$ cat config.mk
export PLATFORM = sky130hd
export DESIGN_NAME = exec_top
export DESIGN_NICKNAME = d
export VERILOG_FILES = /design/src/logic/exec_pkg.sv /design/src/logic/exec_ctrl_if.sv /design/src/logic/alu_control.sv /design/src/logic/exec_fsm.sv /design/src/logic/exec_top.sv /design/src/logic/exec_unit.sv /design/src/logic/reg_file.sv /design/src/logic/shift_timer.sv
export SDC_FILE = /design/constraint.sdc
export NUM_CORES = 2
export LEC_CHECK = 0
export ABC_CLOCK_PERIOD_IN_PS = 6180
export BUFFER_PORTS_ARGS = -buffer_cell sky130_fd_sc_hd__buf_4
export CORE_AREA = 4 4 415 315
export CTS_BUF_LIST = sky130_fd_sc_hd__clkbuf_4
export DETAILED_ROUTE_END_ITERATION = 8
export DIE_AREA = 0 0 419 319
export PLACE_DENSITY = 0.69
export SLEW_MARGIN = 20
export SYNTH_ARGS = -nofsm -noshare
export SYNTH_HDL_FRONTEND = slang
export SYNTH_SLANG_ARGS = --single-unit
$ cat constraint.sdc
create_clock -name clk -period 6.18 [get_ports clk]
set_input_delay 0 -clock clk [delete_from_list [all_inputs] [get_ports clk]]
set_output_delay 0 -clock clk [all_outputs]
set_load 0.01 [all_outputs]
$ cat src/logic/exec_pkg.sv
package exec_pkg;

  //////////////////////////////////////////////////////////////////////
  // Widths
  //////////////////////////////////////////////////////////////////////
  localparam int DATA_W  = 32;
  localparam int REG_AW  = 5;
  localparam int SHAMT_W = 5;

  // R-type funct field
  localparam logic [5:0] F_SLL  = 6'b000000;
  localparam logic [5:0] F_SRL  = 6'b000010;
  localparam logic [5:0] F_SRA  = 6'b000011;
  localparam logic [5:0] F_SLLV = 6'b000100;
  localparam logic [5:0] F_SRLV = 6'b000110;
  localparam logic [5:0] F_SRAV = 6'b000111;
  localparam logic [5:0] F_ADDU = 6'b100001;
  localparam logic [5:0] F_SUBU = 6'b100011;
  localparam logic [5:0] F_OR   = 6'b100101;
  localparam logic [5:0] F_XOR  = 6'b100110;
  localparam logic [5:0] F_AND  = 6'b100100;
  localparam logic [5:0] F_NOR  = 6'b100111;
  localparam logic [5:0] F_SLT  = 6'b101010;

  // Opcodes
  localparam logic [5:0] OP_RTYPE = 6'b000000;
  localparam logic [5:0] OP_ADDI  = 6'b001000;
  localparam logic [5:0] OP_ANDI  = 6'b001100;
  localparam logic [5:0] OP_ORI   = 6'b001101;
  localparam logic [5:0] OP_XORI  = 6'b001110;
  localparam logic [5:0] OP_LUI   = 6'b001111;
  localparam logic [5:0] OP_SLTI  = 6'b001010;
  localparam logic [5:0] OP_NOP   = 6'b111000;
  localparam logic [5:0] OP_HALT  = 6'b111111;
  localparam logic [5:0] OP_LW    = 6'b100011;
  localparam logic [5:0] OP_SW    = 6'b101011;
  localparam logic [5:0] OP_BEQ   = 6'b000100;

  //////////////////////////////////////////////////////////////////////
  // Instruction word, seen as R or I format
  //////////////////////////////////////////////////////////////////////
  typedef struct packed {
    logic [5:0]         opcode;
    logic [REG_AW-1:0]  rs;
    logic [REG_AW-1:0]  rt;
    logic [REG_AW-1:0]  rd;
    logic [SHAMT_W-1:0] shamt;
    logic [5:0]         funct;
  } instr_r_t;

  typedef struct packed {
    logic [5:0]        opcode;
    logic [REG_AW-1:0] rs;
    logic [REG_AW-1:0] rt;
    logic [15:0]       imm;
  } instr_i_t;

  typedef union packed {
    instr_r_t r;
    instr_i_t i;
  } instr_t;

  typedef enum logic [1:0] {
    MEM    = 2'd0,
    BRANCH = 2'd1,
    RTYPE  = 2'd2,
    ITYPE  = 2'd3
  } aluop_t;

  // Code 14 is unused, 15 means no operation
  typedef enum logic [3:0] {
    SLL  = 4'd0,
    SRL  = 4'd1,
    SRA  = 4'd2,
    SLLV = 4'd3,
    SRLV = 4'd4,
    SRAV = 4'd5,
    ADD  = 4'd6,
    SUB  = 4'd7,
    OR   = 4'd8,
    XOR  = 4'd9,
    AND  = 4'd10,
    NOR  = 4'd11,
    SLT  = 4'd12,
    LUI  = 4'd13,
    NONE = 4'd15
  } alu_code_t;

  typedef enum logic [2:0] {
    IDLE,
    DECODE,
    EXEC,
    WBACK,
    HALTED
  } state_t;

endpackage

$ cat src/logic/exec_ctrl_if.sv
`timescale 1ns/1ps

interface exec_ctrl_if (
  input logic clk
);
  import exec_pkg::*;

  logic               start;
  alu_code_t          code;
  logic [SHAMT_W-1:0] amount;
  logic               step;
  logic               finished;

  modport fsm (
    output start,
    output code,
    input  finished
  );

  modport unit (
    input  start,
    input  code,
    input  step,
    output amount
  );

  modport timer (
    input  start,
    input  amount,
    output step,
    output finished
  );

  // Start never lasts longer than one cycle
  a_start_pulse: assert property (@(posedge clk) start |=> !start);

endinterface

$ cat src/logic/alu_control.sv
`timescale 1ns/1ps

module alu_control (
  input  exec_pkg::aluop_t    aluop,
  input  exec_pkg::instr_t    instr,
  output exec_pkg::alu_code_t code
);
  import exec_pkg::*;

  always_comb begin
    case (aluop)
      // Loads, stores and BEQ do nothing here
      MEM, BRANCH: begin
        code = NONE;
      end
      RTYPE: begin
        case (instr.r.funct)
          F_SLL:   code = SLL;
          F_SRL:   code = SRL;
          F_SRA:   code = SRA;
          F_SLLV:  code = SLLV;
          F_SRLV:  code = SRLV;
          F_SRAV:  code = SRAV;
          F_ADDU:  code = ADD;
          F_SUBU:  code = SUB;
          F_OR:    code = OR;
          F_XOR:   code = XOR;
          F_AND:   code = AND;
          F_NOR:   code = NOR;
          F_SLT:   code = SLT;
          default: code = NONE;
        endcase
      end
      ITYPE: begin
        case (instr.i.opcode)
          OP_ADDI: code = ADD;
          OP_ANDI: code = AND;
          OP_ORI:  code = OR;
          OP_XORI: code = XOR;
          OP_LUI:  code = LUI;
          OP_SLTI: code = SLT;
          // NOP and HALT retire without a result
          OP_NOP:  code = NONE;
          OP_HALT: code = NONE;
          default: code = NONE;
        endcase
      end
      default: begin
        code = NONE;
      end
    endcase
  end

endmodule

$ cat src/logic/exec_fsm.sv
`timescale 1ns/1ps

module exec_fsm (
  input  logic                        clk,
  input  logic                        arst_n,
  input  logic                        instr_valid,
  input  exec_pkg::instr_t            instr_in,
  exec_ctrl_if.fsm                    ctrl,
  input  exec_pkg::alu_code_t         code,
  output exec_pkg::instr_t            instr,
  output exec_pkg::aluop_t            aluop,
  output logic [exec_pkg::REG_AW-1:0] w_addr,
  output logic                        w_en,
  output logic                        ready,
  output logic                        done,
  output logic                        halted
);
  import exec_pkg::*;

  state_t state;
  state_t state_nxt;
  logic   is_halt;

  // Instruction register, loaded on accept
  always_ff @(posedge clk) begin
    if (ready && instr_valid) begin
      instr <= instr_in;
    end
  end

  //////////////////////////////////////////////////////////////////////
  // Main decode
  //////////////////////////////////////////////////////////////////////
  always_comb begin
    case (instr.r.opcode)
      OP_RTYPE:     aluop = RTYPE;
      OP_LW, OP_SW: aluop = MEM;
      OP_BEQ:       aluop = BRANCH;
      default:      aluop = ITYPE;
    endcase
  end

  assign is_halt   = (instr.i.opcode == OP_HALT);
  assign w_addr    = (aluop == RTYPE) ? instr.r.rd : instr.i.rt;
  assign ctrl.code = code;

  //////////////////////////////////////////////////////////////////////
  // State machine
  //////////////////////////////////////////////////////////////////////
  always_comb begin
    state_nxt = state;
    case (state)
      IDLE:    if (instr_valid) state_nxt = DECODE;
      DECODE:  state_nxt = EXEC;
      EXEC:    if (ctrl.finished) state_nxt = WBACK;
      WBACK:   state_nxt = is_halt ? HALTED : IDLE;
      HALTED:  state_nxt = HALTED;
      default: state_nxt = IDLE;
    endcase
  end

  always_ff @(posedge clk or negedge arst_n) begin
    if (!arst_n) begin
      state      <= IDLE;
      ctrl.start <= 1'b0;
    end else begin
      state      <= state_nxt;
      // pulse on the way into EXEC
      ctrl.start <= (state == DECODE);
    end
  end

  assign ready  = (state == IDLE);
  assign done   = (state == WBACK);
  assign halted = (state == HALTED);
  assign w_en   = done && (code != NONE) && (w_addr != '0);

  a_done_pulse: assert property (
    @(posedge clk) disable iff (!arst_n) done |=> !done
  );

endmodule

$ cat src/logic/exec_top.sv
`timescale 1ns/1ps

module exec_top (
  input  logic                        clk,
  input  logic                        arst_n,
  input  logic                        instr_valid,
  input  logic [exec_pkg::DATA_W-1:0] instr,
  output logic                        ready,
  output logic                        done,
  output logic                        wb_en,
  output logic                        halted,
  output logic [exec_pkg::REG_AW-1:0] wb_addr,
  output logic [exec_pkg::DATA_W-1:0] wb_data
);
  import exec_pkg::*;

  instr_t            instr_q;
  aluop_t            aluop;
  alu_code_t         code;
  logic [DATA_W-1:0] rs_data;
  logic [DATA_W-1:0] rt_data;

  exec_ctrl_if ctrl_if (.clk(clk));

  exec_fsm u_fsm (
    .clk         (clk),
    .arst_n      (arst_n),
    .instr_valid (instr_valid),
    .instr_in    (instr),
    .ctrl        (ctrl_if.fsm),
    .code        (code),
    .instr       (instr_q),
    .aluop       (aluop),
    .w_addr      (wb_addr),
    .w_en        (wb_en),
    .ready       (ready),
    .done        (done),
    .halted      (halted)
  );

  alu_control u_alu_control (
    .aluop (aluop),
    .instr (instr_q),
    .code  (code)
  );

  reg_file u_reg_file (
    .clk     (clk),
    .arst_n  (arst_n),
    .ra_addr (instr_q.r.rs),
    .rb_addr (instr_q.r.rt),
    .w_addr  (wb_addr),
    .w_en    (wb_en),
    .w_data  (wb_data),
    .ra_data (rs_data),
    .rb_data (rt_data)
  );

  exec_unit u_exec_unit (
    .clk     (clk),
    .arst_n  (arst_n),
    .ctrl    (ctrl_if.unit),
    .instr   (instr_q),
    .rs_data (rs_data),
    .rt_data (rt_data),
    .result  (wb_data)
  );

  shift_timer u_shift_timer (
    .clk    (clk),
    .arst_n (arst_n),
    .ctrl   (ctrl_if.timer)
  );

endmodule

$ cat src/logic/exec_unit.sv
`timescale 1ns/1ps

module exec_unit (
  input  logic                        clk,
  input  logic                        arst_n,
  exec_ctrl_if.unit                   ctrl,
  input  exec_pkg::instr_t            instr,
  input  logic [exec_pkg::DATA_W-1:0] rs_data,
  input  logic [exec_pkg::DATA_W-1:0] rt_data,
  output logic [exec_pkg::DATA_W-1:0] result
);
  import exec_pkg::*;

  logic              is_itype;
  logic              is_shift;
  logic              is_var_shift;
  logic              slt_bit;
  logic [DATA_W-1:0] imm_sext;
  logic [DATA_W-1:0] imm_zext;
  logic [DATA_W-1:0] op_b;
  logic [DATA_W-1:0] alu_out;

  //////////////////////////////////////////////////////////////////////
  // Operand forming
  //////////////////////////////////////////////////////////////////////
  assign is_itype     = (instr.i.opcode != OP_RTYPE);
  assign is_shift     = ctrl.code inside {SLL, SRL, SRA, SLLV, SRLV, SRAV};
  assign is_var_shift = ctrl.code inside {SLLV, SRLV, SRAV};

  assign imm_sext = {{(DATA_W-16){instr.i.imm[15]}}, instr.i.imm};
  assign imm_zext = {{(DATA_W-16){1'b0}}, instr.i.imm};

  // Logic ops take the immediate unsigned, ADDI and SLTI signed
  assign op_b = !is_itype                       ? rt_data  :
                (ctrl.code inside {AND, OR, XOR}) ? imm_zext : imm_sext;

  // Shift count for the timer, zero for anything else
  assign ctrl.amount = !is_shift     ? '0 :
                       is_var_shift ? rs_data[SHAMT_W-1:0] : instr.r.shamt;

  assign slt_bit = ($signed(rs_data) < $signed(op_b));

  always_comb begin
    case (ctrl.code)
      ADD:     alu_out = rs_data + op_b;
      SUB:     alu_out = rs_data - op_b;
      OR:      alu_out = rs_data | op_b;
      XOR:     alu_out = rs_data ^ op_b;
      AND:     alu_out = rs_data & op_b;
      NOR:     alu_out = ~(rs_data | op_b);
      SLT:     alu_out = {{(DATA_W-1){1'b0}}, slt_bit};
      LUI:     alu_out = {instr.i.imm, {(DATA_W-16){1'b0}}};
      // shifts start from rt
      default: alu_out = rt_data;
    endcase
  end

  //////////////////////////////////////////////////////////////////////
  // Result register, doubles as the serial shifter
  //////////////////////////////////////////////////////////////////////
  always_ff @(posedge clk or negedge arst_n) begin
    if (!arst_n) begin
      result <= '0;
    end else if (ctrl.start) begin
      result <= alu_out;
    end else if (ctrl.step) begin
      case (ctrl.code)
        SLL, SLLV: result <= {result[DATA_W-2:0], 1'b0};
        SRL, SRLV: result <= {1'b0, result[DATA_W-1:1]};
        SRA, SRAV: result <= {result[DATA_W-1], result[DATA_W-1:1]};
        default:   result <= result;
      endcase
    end
  end

endmodule

$ cat src/logic/reg_file.sv
`timescale 1ns/1ps

module reg_file (
  input  logic                        clk,
  input  logic                        arst_n,
  input  logic [exec_pkg::REG_AW-1:0] ra_addr,
  input  logic [exec_pkg::REG_AW-1:0] rb_addr,
  input  logic [exec_pkg::REG_AW-1:0] w_addr,
  input  logic                        w_en,
  input  logic [exec_pkg::DATA_W-1:0] w_data,
  output logic [exec_pkg::DATA_W-1:0] ra_data,
  output logic [exec_pkg::DATA_W-1:0] rb_data
);
  import exec_pkg::*;

  localparam int NUM_REGS = 1 << REG_AW;

  logic [DATA_W-1:0] regs [NUM_REGS];

  always_ff @(posedge clk or negedge arst_n) begin
    if (!arst_n) begin
      for (int i = 0; i < NUM_REGS; i++) begin
        regs[i] <= '0;
      end
    end else if (w_en && (w_addr != '0)) begin
      regs[w_addr] <= w_data;
    end
  end

  // r0 reads as zero
  assign ra_data = (ra_addr == '0) ? '0 : regs[ra_addr];
  assign rb_data = (rb_addr == '0) ? '0 : regs[rb_addr];

endmodule

$ cat src/logic/shift_timer.sv
`timescale 1ns/1ps

module shift_timer (
  input logic        clk,
  input logic        arst_n,
  exec_ctrl_if.timer ctrl
);
  import exec_pkg::*;

  logic [SHAMT_W-1:0] count;

  // Remaining shift steps
  always_ff @(posedge clk or negedge arst_n) begin
    if (!arst_n) begin
      count <= '0;
    end else if (ctrl.start) begin
      count <= ctrl.amount;
    end else if (count != '0) begin
      count <= count - 1'b1;
    end
  end

  assign ctrl.step = (count != '0);

  // Held off during start so a zero count is not reported too early
  assign ctrl.finished = (count == '0) && !ctrl.start;

  a_start_idle: assert property (
    @(posedge clk) disable iff (!arst_n) ctrl.start |-> (count == '0)
  );

endmodule
==> impl_metrics.json <==
{
  "status": "completed",
  "critical_path.slowest_cell": "or4_1",
  "dr.pass1.iters": 6,
  "timing.fmax_mhz": 168.8,
  "path_common_cell": "buf_4",
  "clk_pin_slew_worst_paths_ns": 0.07,
  "slew_viol_final": 0,
  "period_needed_ns": 5.925,
  "rsz0062_at_grt": "no",
  "routed_wl_mm": 217.0,
  "ys_types": 87,
  "die_w_um": 419,
  "die_h_um": 319,
  "wl_per_cell_um": 32.37,
  "min_path_type": "input port to register",
  "cp.arrival_ns": 7.11,
  "root_buffer": "clkbuf_4",
  "synth_top_area_share": 0.4155,
  "avgSynthCellArea_um2": 13.93,
  "nNetsFinal": 4996,
  "ioPinCount": 76,
  "crit_chain": "buf_12, or4_1, nor2_4, buf_4, buf_4, nor2_1, nand2_1, nand2_1, ha_1, inv_1, a21oi_1, o311ai_0, a2111oi_0, buf_4, a21o_1, a21oi_1, xnor2_1, a22oi_1, o221ai_1",
  "viasPerCell": 6.801,
  "setup_viol": 0,
  "fillCellCount": 10202,
  "path_max_fanout": 23,
  "grt_pass1_vias": 45653,
  "cts_sinks": 1101,
  "path_class": "register to register",
  "antenna_found_initial": 7,
  "synth-async-reset-ratio": 0.9673,
  "gp_congestion": 1.049,
  "p_leak_nw": 33.21,
  "instances_no_fill": 6704,
  "setup_slack_ns": 0.2546,
  "dieArea_um2": 133700,
  "ys_ff_latch": 1101,
  "io_buffers": 75,
  "insertion_delay_ns": 1.37,
  "max_slew_margin": 0.2149,
  "detail_route.iter0.violations": 5245,
  "synth_seq_area_share": 0.4318,
  "globalRouteOverflowTotal": 0,
  "worst_slew_pin_slew_ns": 1.172,
  "cts_buffers": 299,
  "finClkSkew_ns": 0.1143,
  "yosysTopAreaCell": "dfrtp_1",
  "h-tree-depth": 5,
  "ys_warn_count": 0,
  "drcViolationCount": 0,
  "drv_cap": 0,
  "synth_fp_nets": 4750,
  "vias": 45591,
  "critPathMaxStageDelay_ns": 0.69,
  "cts_tree": "done",
  "multi_input_area_um2": 34450,
  "grt_usage": 0.3266,
  "synth-edff-count": 32,
  "drive_above_1_share": 0.4848,
  "syn_inst": 4605,
  "seqCellArea_um2": 27710,
  "coreArea_um2": 126300,
  "synthToLayoutAreaGrowth_pct": 12.43,
  "postCtsSetupRepairBufs": 0,
  "p_per_area_nw_per_um2": 280.7,
  "hold_violations": 0,
  "initial_utilization": 0.5080,
  "cpLargestDelayFamily": "compound AO/OA/AOI/OAI gates",
  "cts_buffer_depth": 4,
  "dp_hpwl_mm": 132.1,
  "worstPathRequired_ns": 7.37,
  "fin_hold_ws_ns": 0.1006,
  "finalCritPeriodShare": 0.9588,
  "path_buf_inv": 5,
  "syn_area_um2": 64140,
  "fin_tns_setup_ns": 0,
  "core.rowCount": 113,
  "synth_area_leaders": "dfrtp_1 (42%), mux4_2 (22%), mux2_2 (17%)",
  "critPathCaptureType": "register",
  "synth.top_cells.by_count": "dfrtp_1 (1065), mux2_2 (958), mux4_2 (636), clkbuf_1 (304), nand2_1 (177)",
  "ys.flop_type": "dfrtp_1",
  "place_ws_ns": 0.3900,
  "final_antenna_net_count": 0,
  "peakVddDrop_mv": 0.2052,
  "grt_max_degree": 177,
  "yosysMostFrequentCell": "dfrtp_1",
  "crit_path_start_kind": "register",
  "grt_pass1_wl_mm": 319.6,
  "final_util": 0.5711,
  "place.detailed.instances": 6120
}
==> final timing paths <==
path                            depth (start not counted)                 start                endpoint  slack (ns)
min in group asynchronous                               5                arst_n  u_exec_unit.result[20]        0.56
worst max-delay path                                   19       u_fsm.instr[16]  u_exec_unit.result[23]        0.25
worst min-delay path                                    3              instr[2]          u_fsm.instr[2]        0.10
max in group asynchronous                               6                arst_n     u_reg_file.regs[45]        4.44
worst min register to register                          0  u_reg_file.regs[997]    u_reg_file.regs[997]        0.39
worst max register to register                         19       u_fsm.instr[16]  u_exec_unit.result[23]        0.25
==> power breakdown <==
group          switching, W  internal, W  total (W)  leakage (nW)
logic               0.00322      0.00210    0.00532          16.0
clock network       0.00315      0.00323    0.00638          2.10
registers          0.000832      0.00771    0.00854          15.1
==> flip-flops by register name (all words and copies together), names as in the netlist, named ones only <==
| register | count |
|---|---|
| u_fsm.ctrl.start | 1 |
| u_reg_file.regs | 1024 |
| u_fsm.state | 3 |
| u_exec_unit.result | 32 |
| u_shift_timer.count | 5 |
| u_fsm.instr | 32 |
==> worst reg2reg max path: stages, from the launching register on <==
cell and delay, ns:
edfxtp_1 0.48, buf_12 0.24, or4_1 0.71, nor2_4 0.19, buf_4 0.29, buf_4 0.43, nor2_1 0.17, nand2_1 0.09
nand2_1 0.07, ha_1 0.32, inv_1 0.14, a21oi_1 0.48, o311ai_0 0.41, a2111oi_0 0.54, buf_4 0.21, a21o_1 0.26
a21oi_1 0.19, xnor2_1 0.18, a22oi_1 0.21, o221ai_1 0.17
==> cell type report <==
| type | count | area share |
|---|---|---|
| clock buffers | 420 | 0.04372 |
| repair buffers | 415 | 0.05525 |
| clock inverters | 55 | 0.004199 |
| well taps | 1667 | 0.02892 |
| inverters | 105 | 0.005466 |
| flip-flops and latches | 1101 | 0.3843 |
| diodes | 12 | 0.0004164 |
| multi-input cells | 2929 | 0.4777 |
==> per-stage QoR <==
step                      total power (W)  instance area (um2)
after CTS                         0.02027                72050
after detailed placement          0.01382                67610
after floorplan                   0.01157                64140
final                             0.02024                72110
after global routing              0.02118                72110
after global placement            0.01377                67600
==> per-layer routing <==
layer	track usage	part of all wire
met1	0.4770	0.42
met2	0.4698	0.44
met3	0.09222	0.11
met4	0.1167	0.035
met5	0	0
==> kinds of logic (layout without fill, tap and decap cells) <==
kind of cell             Yosys count  after routing  synth area share
multiplexers                    1726           1726            0.4133
adder cells (fa/ha/maj)          110            110           0.02169
buffers and inverters            575            995           0.03527
AO/OA/AOI/OAI                    530            530           0.05498
XOR/XNOR                          12             12          0.001639
AND/OR/NAND/NOR                  551            551           0.04140
flip-flops                      1101           1101            0.4318
other                              0             12                 0
==> repair_timing <==
| item | CTS | global route |
|---|---|---|
| hold buffers | 97 | 0 |
| endpoints found under the setup margin | 0 | 5 |
| gates resized for setup | 0 | 4 |
| hold endpoints to repair | 1090 | 0 |
==> placed cells by master (no fill, tap or decap), types with 14 or more instances in the layout <==
| master | count |
|---|---|
| a211oi_1 | 29 |
| a21o_1 | 21 |
| a21oi_1 | 140 |
| a221o_1 | 17 |
| a221oi_1 | 23 |
| buf_12 | 48 |
| buf_4 | 269 |
| clkbuf_4 | 420 |
| clkinv_1 | 37 |
| clkinv_2 | 14 |
| dfrtp_1 | 1050 |
| dfrtp_2 | 15 |
| dlygate4sd3_1 | 96 |
| edfxtp_1 | 32 |
| ha_1 | 108 |
| inv_1 | 101 |
| mux2_1 | 47 |
| mux2_2 | 958 |
| mux2i_1 | 84 |
| mux4_2 | 636 |
| nand2_1 | 162 |
| nand2b_1 | 42 |
| nand3_1 | 26 |
| nand4_1 | 16 |
| nor2_1 | 130 |
| nor2b_1 | 14 |
| nor3_1 | 48 |
| o211ai_1 | 24 |
| o21ai_0 | 114 |
| o221ai_1 | 16 |
Power figures use the tool's default switching activity.
